## config.mk

```make
export PLATFORM = sky130hd
export DESIGN_NAME = axi_rd_top
export DESIGN_NICKNAME = d
export VERILOG_FILES = /design/src/axi_rd_pkg.sv /design/src/axil_rd_if.sv /design/src/axi_axil_reflect_rd.sv /design/src/axi_rd_top.sv /design/src/axil_rd_mem.sv /design/src/sync_fifo_zl.sv
export SDC_FILE = /design/constraint.sdc
export NUM_CORES = 1
export LEC_CHECK = 0
export ABC_AREA = 1
export BUFFER_PORTS_ARGS = -buffer_cell sky130_fd_sc_hd__buf_2
export CORE_MARGIN = 2
export CORE_UTILIZATION = 48
export DETAILED_ROUTE_END_ITERATION = 10
export GPL_TIMING_DRIVEN = 0
export PLACE_DENSITY_LB_ADDON = 0.2
export SLEW_MARGIN = 15
export SYNTH_ARGS = -nofsm -noshare
export SYNTH_HDL_FRONTEND = slang
export SYNTH_SLANG_ARGS = --single-unit
```

## constraint.sdc

```tcl
create_clock -name clk -period 1.5 [get_ports clk]
set_input_delay 0.3 -clock clk [delete_from_list [all_inputs] [get_ports clk]]
set_output_delay 0.3 -clock clk [all_outputs]
set_load 0.05 [all_outputs]
```

## src/rom.hex

```
// One 16-bit word per line, word index 0 to 31 from the top
C05A
C15B
C258
C359
C45E
C55F
C65C
C75D
C852
C953
CA50
CB51
CC56
CD57
CE54
CF55
D04A
D14B
D248
D349
D44E
D54F
D64C
D74D
D842
D943
DA40
DB41
DC46
DD47
DE44
DF45

```

## src/axi_rd_pkg.sv

```systemverilog
`default_nettype none

package axi_rd_pkg;

  // AXI response codes
  localparam logic [1:0] RESP_OKAY   = 2'b00;
  localparam logic [1:0] RESP_SLVERR = 2'b10;

  // Default bus widths
  localparam int DEF_ADDR_WIDTH = 8;
  localparam int DEF_DATA_WIDTH = 16;
  localparam int DEF_ID_WIDTH   = 4;
  localparam int DEF_USER_WIDTH = 1;

  // log2 of reads in flight
  localparam int DEF_OUTSTANDING_BITS = 2;

  // Implemented words behind the AXI-Lite port
  localparam int DEF_MEM_WORDS = 32;

endpackage

`default_nettype wire

```

## src/axil_rd_if.sv

```systemverilog
`timescale 1ns/100ps
`default_nettype none

interface axil_rd_if #(
  parameter int ADDR_WIDTH = 8,
  parameter int DATA_WIDTH = 16
);
  // Address channel
  logic                  arvalid;
  logic [ADDR_WIDTH-1:0] araddr;
  logic                  arready;

  // Read data channel
  logic                  rvalid;
  logic [DATA_WIDTH-1:0] rdata;
  logic [1:0]            rresp;
  logic                  rready;

  modport mgr (output arvalid, araddr, rready, input arready, rvalid, rdata, rresp);

  modport sub (input arvalid, araddr, rready, output arready, rvalid, rdata, rresp);

endinterface

`default_nettype wire

```

## src/axi_axil_reflect_rd.sv

```systemverilog
`timescale 1ns/100ps
`default_nettype none

module axi_axil_reflect_rd #(
  parameter int ADDR_WIDTH       = 8,
  parameter int DATA_WIDTH       = 16,
  parameter int ID_WIDTH         = 4,
  parameter int USER_WIDTH       = 1,
  parameter int OUTSTANDING_BITS = 2
) (
  input  wire logic                  clk,
  input  wire logic                  i_rst,

  // AXI read subordinate side
  input  wire logic                  i_s_arvalid,
  input  wire logic [ID_WIDTH-1:0]   i_s_arid,
  input  wire logic [ADDR_WIDTH-1:0] i_s_araddr,
  input  wire logic [USER_WIDTH-1:0] i_s_aruser,
  output logic                       o_s_arready,
  output logic                       o_s_rvalid,
  output logic [ID_WIDTH-1:0]        o_s_rid,
  output logic [DATA_WIDTH-1:0]      o_s_rdata,
  output logic [1:0]                 o_s_rresp,
  output logic [USER_WIDTH-1:0]      o_s_ruser,
  input  wire logic                  i_s_rready,

  axil_rd_if.mgr                     m_axil
);
  logic ar_ready;
  logic id_ready;
  logic id_valid;
  logic ar_hs;
  logic r_hs;

  assign ar_hs = i_s_arvalid && o_s_arready;
  assign r_hs  = o_s_rvalid && i_s_rready;

  // Address queue toward AXI-Lite, two entries
  sync_fifo_zl #(
    .ADDR_BITS  (1),
    .DATA_WIDTH (ADDR_WIDTH)
  ) u_ar_fifo (
    .clk         (clk),
    .i_rst       (i_rst),
    .i_w_inc     (ar_hs),
    .i_w_data    (i_s_araddr),
    .o_w_full_n  (ar_ready),
    .i_r_inc     (m_axil.arvalid && m_axil.arready),
    .o_r_data    (m_axil.araddr),
    .o_r_empty_n (m_axil.arvalid)
  );

  // ID and user bits, one entry per read in flight
  sync_fifo_zl #(
    .ADDR_BITS  (OUTSTANDING_BITS),
    .DATA_WIDTH (ID_WIDTH + USER_WIDTH)
  ) u_id_fifo (
    .clk         (clk),
    .i_rst       (i_rst),
    .i_w_inc     (ar_hs),
    .i_w_data    ({i_s_arid, i_s_aruser}),
    .o_w_full_n  (id_ready),
    .i_r_inc     (r_hs),
    .o_r_data    ({o_s_rid, o_s_ruser}),
    .o_r_empty_n (id_valid)
  );

  // Room in both queues also caps reads in flight
  assign o_s_arready = ar_ready && id_ready;

  // Return path passes straight through to the AXI side
  assign o_s_rvalid    = m_axil.rvalid;
  assign o_s_rdata     = m_axil.rdata;
  assign o_s_rresp     = m_axil.rresp;
  assign m_axil.rready = i_s_rready;

endmodule

`default_nettype wire

```

## src/axi_rd_top.sv

```systemverilog
`timescale 1ns/100ps
`default_nettype none

module axi_rd_top #(
  parameter int ADDR_WIDTH       = axi_rd_pkg::DEF_ADDR_WIDTH,
  parameter int DATA_WIDTH       = axi_rd_pkg::DEF_DATA_WIDTH,
  parameter int ID_WIDTH         = axi_rd_pkg::DEF_ID_WIDTH,
  parameter int USER_WIDTH       = axi_rd_pkg::DEF_USER_WIDTH,
  parameter int OUTSTANDING_BITS = axi_rd_pkg::DEF_OUTSTANDING_BITS,
  parameter int MEM_WORDS        = axi_rd_pkg::DEF_MEM_WORDS
) (
  input  wire logic                  clk,
  input  wire logic                  i_rst,

  input  wire logic                  i_s_arvalid,
  input  wire logic [ID_WIDTH-1:0]   i_s_arid,
  input  wire logic [ADDR_WIDTH-1:0] i_s_araddr,
  input  wire logic [USER_WIDTH-1:0] i_s_aruser,
  output logic                       o_s_arready,
  output logic                       o_s_rvalid,
  output logic [ID_WIDTH-1:0]        o_s_rid,
  output logic [DATA_WIDTH-1:0]      o_s_rdata,
  output logic [1:0]                 o_s_rresp,
  output logic [USER_WIDTH-1:0]      o_s_ruser,
  input  wire logic                  i_s_rready
);
  // Internal AXI-Lite read link
  axil_rd_if #(
    .ADDR_WIDTH (ADDR_WIDTH),
    .DATA_WIDTH (DATA_WIDTH)
  ) axil_bus ();

  axi_axil_reflect_rd #(
    .ADDR_WIDTH       (ADDR_WIDTH),
    .DATA_WIDTH       (DATA_WIDTH),
    .ID_WIDTH         (ID_WIDTH),
    .USER_WIDTH       (USER_WIDTH),
    .OUTSTANDING_BITS (OUTSTANDING_BITS)
  ) u_reflect (
    .clk         (clk),
    .i_rst       (i_rst),
    .i_s_arvalid (i_s_arvalid),
    .i_s_arid    (i_s_arid),
    .i_s_araddr  (i_s_araddr),
    .i_s_aruser  (i_s_aruser),
    .o_s_arready (o_s_arready),
    .o_s_rvalid  (o_s_rvalid),
    .o_s_rid     (o_s_rid),
    .o_s_rdata   (o_s_rdata),
    .o_s_rresp   (o_s_rresp),
    .o_s_ruser   (o_s_ruser),
    .i_s_rready  (i_s_rready),
    .m_axil      (axil_bus.mgr)
  );

  axil_rd_mem #(
    .ADDR_WIDTH (ADDR_WIDTH),
    .DATA_WIDTH (DATA_WIDTH),
    .MEM_WORDS  (MEM_WORDS)
  ) u_mem (
    .clk    (clk),
    .i_rst  (i_rst),
    .s_axil (axil_bus.sub)
  );

endmodule

`default_nettype wire

```

## src/axil_rd_mem.sv

```systemverilog
`timescale 1ns/100ps
`default_nettype none

module axil_rd_mem #(
  parameter int ADDR_WIDTH = 8,
  parameter int DATA_WIDTH = 16,
  parameter int MEM_WORDS  = 32
) (
  input  wire logic clk,
  input  wire logic i_rst,

  axil_rd_if.sub    s_axil
);
  import axi_rd_pkg::*;

  // Byte offset bits dropped from the address
  localparam int OFFSET_BITS  = $clog2(DATA_WIDTH / 8);
  localparam int IDX_BITS     = ADDR_WIDTH - OFFSET_BITS;
  localparam int MEM_IDX_BITS = $clog2(MEM_WORDS);

  logic [DATA_WIDTH-1:0] mem [MEM_WORDS];

  logic [IDX_BITS-1:0]   word_idx;
  logic                  in_range;
  logic                  ar_hs;

  logic                  rvalid_q;
  logic [DATA_WIDTH-1:0] rdata_q;
  logic [1:0]            rresp_q;

  initial begin
    $readmemh("/design/src/rom.hex", mem);
  end

  assign word_idx = s_axil.araddr[ADDR_WIDTH-1:OFFSET_BITS];
  assign in_range = (word_idx < IDX_BITS'(MEM_WORDS));
  assign ar_hs    = s_axil.arvalid && s_axil.arready;

  // One response held at a time
  assign s_axil.arready = !rvalid_q;

  always_ff @(posedge clk) begin
    if (i_rst) begin
      rvalid_q <= 1'b0;
    end else if (ar_hs) begin
      rvalid_q <= 1'b1;
    end else if (s_axil.rready) begin
      rvalid_q <= 1'b0;
    end
  end

  // Unmapped words read as zero with SLVERR
  always_ff @(posedge clk) begin
    if (ar_hs) begin
      rdata_q <= in_range ? mem[word_idx[MEM_IDX_BITS-1:0]] : '0;
      rresp_q <= in_range ? RESP_OKAY : RESP_SLVERR;
    end
  end

  assign s_axil.rvalid = rvalid_q;
  assign s_axil.rdata  = rdata_q;
  assign s_axil.rresp  = rresp_q;

endmodule

`default_nettype wire

```

## src/sync_fifo_zl.sv

```systemverilog
`timescale 1ns/100ps
`default_nettype none

module sync_fifo_zl #(
  parameter int ADDR_BITS  = 1,
  parameter int DATA_WIDTH = 8
) (
  input  wire logic                  clk,
  input  wire logic                  i_rst,

  input  wire logic                  i_w_inc,
  input  wire logic [DATA_WIDTH-1:0] i_w_data,
  output logic                       o_w_full_n,

  input  wire logic                  i_r_inc,
  output logic [DATA_WIDTH-1:0]      o_r_data,
  output logic                       o_r_empty_n
);
  localparam int DEPTH = 2 ** ADDR_BITS;

  logic [DATA_WIDTH-1:0] mem [DEPTH];

  // Extra MSB tells full from empty
  logic [ADDR_BITS:0] w_ptr;
  logic [ADDR_BITS:0] r_ptr;

  logic empty;
  logic full;
  logic bypass;
  logic do_write;
  logic do_read;

  assign empty = (w_ptr == r_ptr);
  assign full  = (w_ptr[ADDR_BITS] != r_ptr[ADDR_BITS]) &&
                 (w_ptr[ADDR_BITS-1:0] == r_ptr[ADDR_BITS-1:0]);

  // Write lands on the read side the same cycle when empty
  assign bypass   = empty && i_w_inc && i_r_inc;
  assign do_write = i_w_inc && !full && !bypass;
  assign do_read  = i_r_inc && !empty;

  assign o_w_full_n  = !full;
  assign o_r_empty_n = !empty || i_w_inc;
  assign o_r_data    = empty ? i_w_data : mem[r_ptr[ADDR_BITS-1:0]];

  always_ff @(posedge clk) begin
    if (do_write) begin
      mem[w_ptr[ADDR_BITS-1:0]] <= i_w_data;
    end
  end

  always_ff @(posedge clk) begin
    if (i_rst) begin
      w_ptr <= '0;
      r_ptr <= '0;
    end else begin
      if (do_write) begin
        w_ptr <= w_ptr + 1'b1;
      end
      if (do_read) begin
        r_ptr <= r_ptr + 1'b1;
      end
    end
  end

endmodule

`default_nettype wire

```

==> results of run 1 <==
sequential cells by signal, summed over array words and instances, names as in the netlist, named ones only:
| register | cells |
|---|---|
| u_reflect.u_id_fifo.r_ptr | 3 |
| u_reflect.u_id_fifo.mem | 20 |
| u_reflect.u_id_fifo.w_ptr | 3 |
| u_reflect.u_ar_fifo.mem | 4 |
| u_mem.s_axil.rresp | 1 |
| u_reflect.u_ar_fifo.r_ptr | 2 |
| u_reflect.u_ar_fifo.w_ptr | 2 |
| u_mem.s_axil.rvalid | 1 |
what timing repair did:
item | 4_1_cts | 5_1_grt
resized for setup | 51 | 40
gates cloned | 1 | 0
setup endpoints to repair | 26 | 41
pin swaps | 11 | 16
setup buffers | 17 | 6
routing by layer:
layer / up-vias / GRT usage (%) / share of wire, %
met5: - / 0 / 0
met4: 0 / 9.18 / 1.6
met3: 6 / 5.24 / 6.0
met2: 46 / 33.5 / 51
met1: 686 / 24.2 / 41
li1: 761 / - / -
kinds of logic (layout without fill, tap and decap cells):
family,count (synthesis),after routing,share of synthesized area [%]
simple gates,75,75,18.5
fa+ha+maj,5,5,3.29
other cells,1,17,0.197
xor+xnor,2,2,0.921
compound gates,38,38,11.0
buf+inv,43,90,12.0
flops,39,39,54.2
cells in the mapped netlist:
| master | count |
|---|---|
| a211oi_1 | 1 |
| a21oi_1 | 9 |
| a21oi_2 | 1 |
| a31oi_1 | 6 |
| buf_2 | 2 |
| buf_4 | 17 |
| conb_1 | 1 |
| dfxtp_1 | 14 |
| edfxtp_1 | 25 |
| ha_1 | 5 |
| inv_1 | 20 |
| inv_2 | 4 |
| nand2_1 | 24 |
| nand2_2 | 3 |
| nand2_4 | 1 |
| nand3_1 | 2 |
| nand3_2 | 2 |
| nand3_4 | 2 |
| nand4_1 | 1 |
| nor2_1 | 38 |
| nor2_2 | 1 |
| nor2_4 | 1 |
| o211ai_1 | 1 |
| o21ai_0 | 19 |
| o31ai_1 | 1 |
| xor2_1 | 2 |
worst paths after layout:
| check | endpoint | slack (ps) |
|---|---|---|
| max reg2reg | u_reflect.u_id_fifo.mem[3][4] | -270 |
| max | o_s_rid[1] | -310 |
| min reg2reg | u_reflect.u_ar_fifo.w_ptr[1] | 490 |
| min | u_reflect.u_id_fifo.w_ptr[2] | 200 |
power groups by stage:
| stage | Sequential [mW] | Clock, mW | Combinational, mW |
|---|---|---|---|
| floorplan | 1.58 | 0 | 1.54 |
| global placement | 1.52 | 0 | 1.90 |
| detailed placement | 1.52 | 0 | 1.91 |
| CTS | 1.50 | 0.886 | 2.51 |
| global route | 1.56 | 0.916 | 2.98 |
| finish | 1.53 | 0.878 | 2.78 |
per-stage QoR:
stage	setup WS, ps	instances	instance area (um2)
finish	-307	314	2780
CTS	-303	311	2650
global route	-356	314	2780
detailed placement	-360	285	2230
global placement	-356	285	2230
floorplan	-23.3	219	2080
layout by cell type (no fill, tap or decap), drive strengths merged:
cell,n
a31oi,6
nand2,28
nor2,40
nand4,1
o21ai,19
clkinv,3
bufinv,1
a21oi,10
clkbuf,5
edfxtp,25
dfxtp,14
buf,58
nand3,6
o31ai,1
a211oi,1
xor2,2
inv,23
conb,17
o211ai,1
ha,5
cell type report:
type                            instances  area, um2
Clock buffer                            5       68.8
Sequential cell                        39       1050
Buffer                                 19        155
Clock inverter                          3       43.8
Timing Repair Buffer                   39        335
Multi-Input combinational cell        137        956
Fill cell                             258        968
Inverter                               24        103
Tap cell                               48       60.1
==> results.md, run 1 <==
* Setup TNS at -7120 ps
* Starting Density at 50.8%
* Critical Path AT at 1510 ps
* Combinational share of power at 53.6%
* Vias in the first global route at 1409
* Final GP Congestion at 0.826
* CTS sink count at 39
* Worst path depth at 8
* Drt wl/cell at 12.8 um
* Antenna violations before repair at 0
* GR Util All Layers at 20.1%
* Power density over cell area at 1870 nW/um2
* Critical Path Source Type: register
* Slowest stage cell on the critical path: dfxtp_2
* Post-layout util at 74.1%
* Worst vdd ir at 0.00105 V
* Status: finished with violations
* YS warnings at 0
* Final WS setup at -307 ps
* Final Skew at 5.62 ps
* Drt drc at 0
* CP startpoint: u_reflect.u_id_fifo.r_ptr[0]
* Fin. max-slew vios at 0
* Die W at 67.0 um
* Post-DP HPWL at 2310 um
* Cell mode on critical path: nand2_4
* Proportion of layout cells with a drive suffix above 1 at 47.4%
* Total number of vias at 1499
* Clock root cell: clkbuf_8
* # port buffers at 18
* Iteration-0 DRC Markers at 62
* Proportion of netlist area held by the largest area contributor at 39.4%
* Syn-to-layout area delta at 45.8%
* Post-route ant nets at 0
* Initial DRT Pass Iterations at 4
* Crit path capture type: output pin
* First-pass GRT wire length at 6370 um
* Core area at 3740 um2
* N_diodes at 0
* Cell variety after synth at 26
* Worst hold slack at 198 ps
* Cell type with the largest total area after synthesis: edfxtp_1
* RSZ-0062 raised after global routing: true
* # rows at 22
* # hold bufs at CTS at 0
* H-tree levels at 2
* Final setup fails at 31
* Hold Startpoint: i_rst
* Final Cycle Share at 120%
* Reg power frac at 29.5%
* Sequential element share of the synthesized area at 54.2%
* Sw Ratio at 42.2%
* Congestion Overflow GR at 0
* Area contributors post-synth: edfxtp_1, dfxtp_1, nor2_1
* Via density per instance at 4.77
* Delay-heaviest family, CP: buffers and inverters
* Syn Area/Cell at 9.37 um2
* Cells along the critical path: inv_2 > nand2_4 > nand2_4 > nand3_4 > buf_12 > nor2_4 > a31oi_4 > buf_6
* Lkg Pwr at 1.15 nW
* Worst Path Required at 1200 ps
* Cell Area, Synth at 1900 um2
* Violations in the final reports: negative setup slack
* FF+latch count, synth at 39
* Tot Pwr at 5.19 mW
* Clock buffer depth at 2
* R2r worst-path depth at 10
* Clock Power Share at 16.9%
* Top Ports at 42
* Worst-skew pair later-pin latency at 300 ps
* RR Startpoint: u_reflect.u_id_fifo.r_ptr[0]
* CP bufs+invs at 3
* Crit path largest cell delay at 370 ps
* Final min period at 1810 ps
* Nets at 287
* Crit Path Class: reg2out
* Die H at 67.0 um
* Int Power at 3.00 mW
* TritonCTS Buffers at 5
* Die Area at 4480 um2
* Max-Cap Viols at 0
* Clock Pin Slew Worst Setup and Hold Paths at 80 ps
* TritonCTS clock tree: built
* Gate Count Post-Synth at 203
* Largest net degree at the start of global routing at 14
* Final Hold Viols at 0
* DRT Wirelength at 4030 um
* Hold Path Class: in2reg
* Hold path cells at 2
* F_max at 0.553 GHz
* Psw at 2.19 mW
* Max FO, Critical Path at 5
Power figures use the tool's default switching activity.
==> run 2: changes to the inputs <==
==> constraint.sdc (replaced) <==
create_clock -name clk -period 1.5 [get_ports clk]
set_input_delay 0.375 -clock clk [delete_from_list [all_inputs] [get_ports clk]]
set_output_delay 0.375 -clock clk [all_outputs]
set_load 0.05 [all_outputs]
==> run 2 against run 1 <==
Against the previous run: worst setup slack worse by 56 ps; highest routed layer unchanged; critical path type unchanged; the run still ends with negative setup slack left; maximum frequency down 3.0%; register-to-register slack better by 160 ps; first-iteration DRC count down 24%; largest cell class unchanged.
==> results.md, run 2 (synthesis gave the netlist of run 1 again) <==
* TritonCTS clock tree: built
* Die W at 67.0 um (unchanged)
* Proportion of layout cells with a drive suffix above 1 at 46.2% (-1.2 points)
* Final WS setup at -363 ps (-56.2 ps)
* Final min period at 1860 ps (+56.2 ps)
* Final GP Congestion at 0.787 (-4.7%)
* RSZ-0062 raised after global routing: true
* Fillers at 278 (+7.8%)
* Die H at 67.0 um (unchanged)
* Post-route ant nets at 0 (unchanged)
* Drt drc at 0 (unchanged)
* Core area at 3740 um2 (unchanged)
* Design area at 2700 um2 (-2.6%)
* Clock buffer depth at 2 (unchanged)
* Hold Path Class: in2reg
* CTS sink count at 39 (unchanged)
* Final Hold Viols at 0 (unchanged)
* Iteration-0 DRC Markers at 47 (-24%)
* Most common cell after layout, fill and taps aside: buf_4
* Clock Pin Slew Worst Setup and Hold Paths at 70 ps (about the same)
* Initial DRT Pass Iterations at 4 (unchanged)
* Most frequent cells in the layout: buf_4, nor2_1, edfxtp_1
* F_max at 0.537 GHz (-3.0%)
* Drt wl/cell at 12.5 um (-2.8%)
* H-tree levels at 2 (unchanged)
* Tot Pwr at 5.15 mW (-0.72%)
* Dpl cells at 285 (unchanged)
* DRT Wirelength at 3840 um (-4.7%)
* Starting Density at 50.8% (unchanged)
* Dpl ws at -209 ps (+150 ps)
* Die Area at 4480 um2 (unchanged)
* Post-DP HPWL at 2370 um (+2.4%)
* Post-layout util at 72.2% (-1.9 points)
* Via density per instance at 4.78 (about the same)
* Critical Path AT at 1490 ps (-20 ps)
* Max FO, Critical Path at 5 (unchanged)
* Crit Path Class: reg2out
* Post-Place Cell Area at 2240 um2 (+0.73%)
* Lkg Pwr at 1.12 nW (-2.6%)
* Critical Path Source Type: register
* Crit path capture type: output pin
* Final Skew at 3.26 ps (-2.36 ps)
* Total number of vias at 1471 (-1.9%)
* Max reg flops at 20 (unchanged)
* # port buffers at 18 (unchanged)
* GR Util All Layers at 18.8% (-1.3 points)
* Final setup fails at 30 (-3.2%)
* Antenna violations before repair at 0 (unchanged)
* # rows at 22 (unchanged)
* Top Ports at 42 (unchanged)
* Worst-skew pair later-pin latency at 290 ps (about the same)
* Power density over cell area at 1910 nW/um2 (+1.9%)
* Congestion Overflow GR at 0 (unchanged)
* Nets at 281 (-2.1%)
* Worst Path Required at 1120 ps (-80 ps)
* Setup TNS at -4140 ps (+2980 ps)
* Status: finished with violations
* First-pass GRT wire length at 5940 um (-6.7%)
* TritonCTS Buffers at 5 (unchanged)
* N_diodes at 0 (unchanged)
* Post-Layout Cell Count at 308 (-1.9%)
* Worst hold slack at 282 ps (+84.2 ps)
* Max-Cap Viols at 0 (unchanged)
* Clock root cell: clkbuf_8
* Vias in the first global route at 1299 (-7.8%)
* Final Cycle Share at 124% (+3.7 points)
* # hold bufs at CTS at 0 (unchanged)
* Largest net degree at the start of global routing at 13 (-1)
* Violations in the final reports: negative setup slack
* Syn-to-layout area delta at 42.0%
* Fin. max-slew vios at 0 (unchanged)
* Worst vdd ir at 0.00115 V (+9.4%)
==> run 2: layout make-up <==
cell class	instances	area, um2	area share (%)
repair buffers	33	275	10.2
clock inverters	2	60.1	2.22
clock buffers	6	72.6	2.69
inverters	24	97.6	3.61
multi-input cells	137	926	34.3
well taps	48	60.1	2.22
flip-flops and latches	39	1050	38.9
plain buffers	19	159	5.88
==> run 2: path summary, 6_finish.rpt <==
kind	startpoint	to	slack (ps)	cells past startpoint
hold reg to reg	u_reflect.u_ar_fifo.w_ptr[1]	u_reflect.u_ar_fifo.w_ptr[1]	490	2
hold / removal	i_rst	u_reflect.u_id_fifo.w_ptr[2]	280	2
setup / recovery	u_reflect.u_id_fifo.w_ptr[1]	o_s_rid[3]	-360	8
setup reg to reg	u_reflect.u_id_fifo.w_ptr[1]	u_reflect.u_ar_fifo.mem[1][7]	-110	8
==> run 2: worst max-delay path, stage by stage, from the launching register on <==
cell     delay, ps
dfxtp_4        370
inv_4           70
nand2_4         50
nand2_4         70
nand3_4        130
buf_12         180
nor2_4         120
a31oi_4         40
buf_6          170
==> run 2: what timing repair did <==
action                                 4_1_cts  5_1_grt
resized for setup                           41       24
pin swaps                                    6       15
setup endpoints to repair                   26       36
setup buffers                               12        2
gates cloned                                 1        0
endpoints found under the hold margin        0        0
==> run 2: power by group <==
group / total (mW) / internal (mW) / switching [mW]
Clock: 1.03 / 0.665 / 0.366
Combinational: 2.59 / 0.997 / 1.60
Sequential: 1.53 / 1.39 / 0.139
Total: 5.15 / 3.05 / 2.10
==> run 2: per-layer routing <==
metal / vias to the layer above / global-route usage, % / part of all wire, %
met5: - / 0 / 0
li1: 754 / - / -
met3: 5 / 3.21 / 4.0
met1: 685 / 21.0 / 40
met2: 27 / 34.0 / 54
met4: 0 / 9.44 / 1.7
==> run 3: changes to the inputs <==
ABC_AREA = 0   (was 1)
==> run 3 against run 2 <==
Against the previous run: the flow still finishes with violations (negative setup slack); final cell count decreased by 20%; clock power fell by 13%; worst setup slack worse by 170 ps; worst hold slack improved by 6.8 ps; first-iteration DRC count rose by 38%; via count shrank 21%; cell area down 6.8%; critical path depth shrank 4; die area fell by 1.5%; maximum frequency decreased by 8.3%; sequential power about the same; wire length shrank 13%.
==> results.md, run 3 <==
* Status: finished with violations
* Violations in the final reports: negative setup slack
* FF+latch count, synth at 39 (unchanged)
* Cell variety after synth at 36 (+38%)
* Vias in the first global route at 1219 (-6.2%)
* Starting Density at 50.4% (-0.43 points)
* Gate Count Post-Synth at 146 (-28%)
* Final Cycle Share at 135% (+11 points)
* Critical Path Source Type: register
* Multiplexer area fraction after synthesis at 11.3% (+11 points)
* Dpl ws at -415 ps (-206 ps)
* Cell Area, Synth at 1870 um2 (-1.6%)
* Most common cell after layout, fill and taps aside: buf_4
* Area contributors post-synth: edfxtp_1, dfxtp_1, buf_4
* Most frequent cells in the layout: buf_4, edfxtp_1, conb_1
* Final GP Congestion at 0.801 (+1.8%)
* Worst-skew pair later-pin latency at 290 ps (about the same)
* Iteration-0 DRC Markers at 65 (+38%)
* Fillers at 258 (-7.2%)
* Final Hold Viols at 0 (unchanged)
* Top FF cell, synth: edfxtp_1
* FFs w/ async S/R, synth at 0% (unchanged)
* CTS sink count at 39 (unchanged)
* Post-route ant nets at 0 (unchanged)
* Nets at 220 (-22%)
* DRT Wirelength at 3330 um (-13%)
* RSZ-0062 raised after global routing: true
* Post-Place Cell Area at 2140 um2 (-4.5%)
* TritonCTS clock tree: built
* Max FO, Critical Path at 5 (unchanged)
* Sequential element share of the synthesized area at 55.0% (+0.87 points)
* Compound-gate portion of the synthesized area at 6.48% (-4.5 points)
* Power density over cell area at 1770 nW/um2 (-7.0%)
* Multi-input gate area at 908 um2 (-1.9%)
* Max reg flops at 20 (unchanged)
* Final setup fails at 32 (+6.7%)
* # port buffers at 18 (unchanged)
* R2r setup slk at -160 ps (-50 ps)
* Post-synth EDFFs at 25 (unchanged)
* YS warnings at 0 (unchanged)
* Synth Area in Adders at 3.34% (+0.053 points)
* # rows at 22 (unchanged)
* Post-DP HPWL at 2240 um (-5.2%)
* Initial DRT Pass Iterations at 4 (unchanged)
* Critical Path AT at 1660 ps (+170 ps)
* Largest net degree at the start of global routing at 13 (unchanged)
* Core area at 3720 um2 (-0.74%)
* Die H at 66.5 um (-0.75%)
* TritonCTS Buffers at 5 (unchanged)
* Worst Path Required at 1120 ps (about the same)
* Crit path capture type: output pin
* Tot Pwr at 4.47 mW (-13%)
* Simple-gate share of the synthesized area at 8.42% (-10 points)
* GR Util All Layers at 17.8% (-0.98 points)
* Proportion of netlist area held by the largest area contributor at 40.1% (+0.63 points)
* Design area at 2520 um2 (-6.8%)
* Antenna violations before repair at 0 (unchanged)
* F_max at 0.492 GHz (-8.3%)
* Crit Path Class: reg2out
* Sequential cell area at 1050 um2 (+0.12%)
* Clock root cell: clkbuf_8
* N_diodes at 0 (unchanged)
* Clock buffer depth at 2 (unchanged)
* Cell type with the largest total area after synthesis: edfxtp_1
* Syn-to-layout area delta at 34.5%
* Die Area at 4420 um2 (-1.5%)
* Most frequent cells after synthesis: edfxtp_1, buf_4, dfxtp_1, nor2_1, xnor2_1
* Drt wl/cell at 13.5 um (+8.3%)
* Lkg Pwr at 1.00 nW (-11%)
* First-pass GRT wire length at 5660 um (-4.6%)
* Setup TNS at -4690 ps (-552 ps)
* Worst vdd ir at 0.000848 V (-26%)
* Largest family of logic cells by synthesized area: multiplexers
* Fin. max-slew vios at 0 (unchanged)
* Final min period at 2030 ps (+169 ps)
* Clock Pin Slew Worst Setup and Hold Paths at 70 ps (about the same)
* Xor/xnor share of the synthesized area at 6.81% (+5.9 points)
* Worst hold slack at 288 ps (+6.79 ps)
* Proportion of layout cells with a drive suffix above 1 at 50.3% (+4.1 points)
* Final WS setup at -532 ps (-169 ps)
* H-tree levels at 2 (unchanged)
* Die W at 66.5 um (-0.75%)
* Congestion Overflow GR at 0 (unchanged)
* Drt drc at 0 (unchanged)
* Via density per instance at 4.73 (-0.90%)
* Syn Area/Cell at 12.8 um2 (+37%)
* Final Skew at 5.51 ps (+2.25 ps)
* Most numerous cell in the Yosys netlist: edfxtp_1
* Hold Path Class: in2reg
* Top Ports at 42 (unchanged)
* Total number of vias at 1169 (-21%)
* Max-Cap Viols at 0 (unchanged)
==> run 3: cell type report <==
type,instances,share of cell area [%]
clock buffers,6,3.28
flip-flops and latches,39,41.8
multi-input cells,98,36.1
well taps,48,2.38
clock inverters,2,1.39
plain buffers,19,5.66
inverters,6,0.894
repair buffers,29,8.49
==> run 3: power breakdown <==
group          total, mW  internal, mW  switching, mW  leakage (nW)
clock              0.891         0.538          0.353        0.0612
combinational       2.03         0.870           1.16         0.590
sequential          1.54          1.38          0.158         0.349
==> run 3: cells by family (layout without fill, tap and decap cells) <==
group | count (synthesis) | in the layout
buf+inv | 25 | 62
xor+xnor | 12 | 12
other cells | 1 | 17
simple gates | 32 | 32
flops | 39 | 39
compound gates | 18 | 18
fa+ha+maj | 5 | 5
mux | 14 | 14
==> run 3: layer usage <==
metal	global-route usage, %	part of all wire (%)	vias up
met3	5.74	4.9	3
met5	0	0	-
met4	5.36	0.81	0
li1	-	-	581
met1	21.0	43	553
met2	30.9	51	32
==> run 3: path summary, 6_finish.rpt <==
| path | startpoint | depth (start not counted) | to |
|---|---|---|---|
| max | register | 4 | o_s_rid[2] |
| min | i_s_araddr[6] | 1 | u_reflect.u_ar_fifo.mem[1][6] |
| max reg2reg | u_reflect.u_id_fifo.w_ptr[2] | 5 | u_reflect.u_ar_fifo.mem[0][7] |
| min reg2reg | u_reflect.u_ar_fifo.w_ptr[1] | 2 | u_reflect.u_ar_fifo.w_ptr[1] |
==> run 3: critical path, cell delays in order (launching register included) <==
cell     delay (ps)
dfxtp_2         320
buf_6           120
mux4_2          500
mux2_4          280
buf_6           150
==> run 3: repair_timing <==
action,4_1_cts,5_1_grt
pin swaps,6,8
buffers inserted,8,3
gates resized for setup,37,11
endpoints found under the setup margin,32,33
endpoints found under the hold margin,0,0
hold buffers,0,0
==> run 3: metrics by stage <==
step,utilization (%),instances
2_1_floorplan,-,162
3_3_place_gp,57.7,228
3_5_place_dp,57.7,228
4_1_cts,66.1,244
5_1_grt,67.8,247
6_report,67.8,247
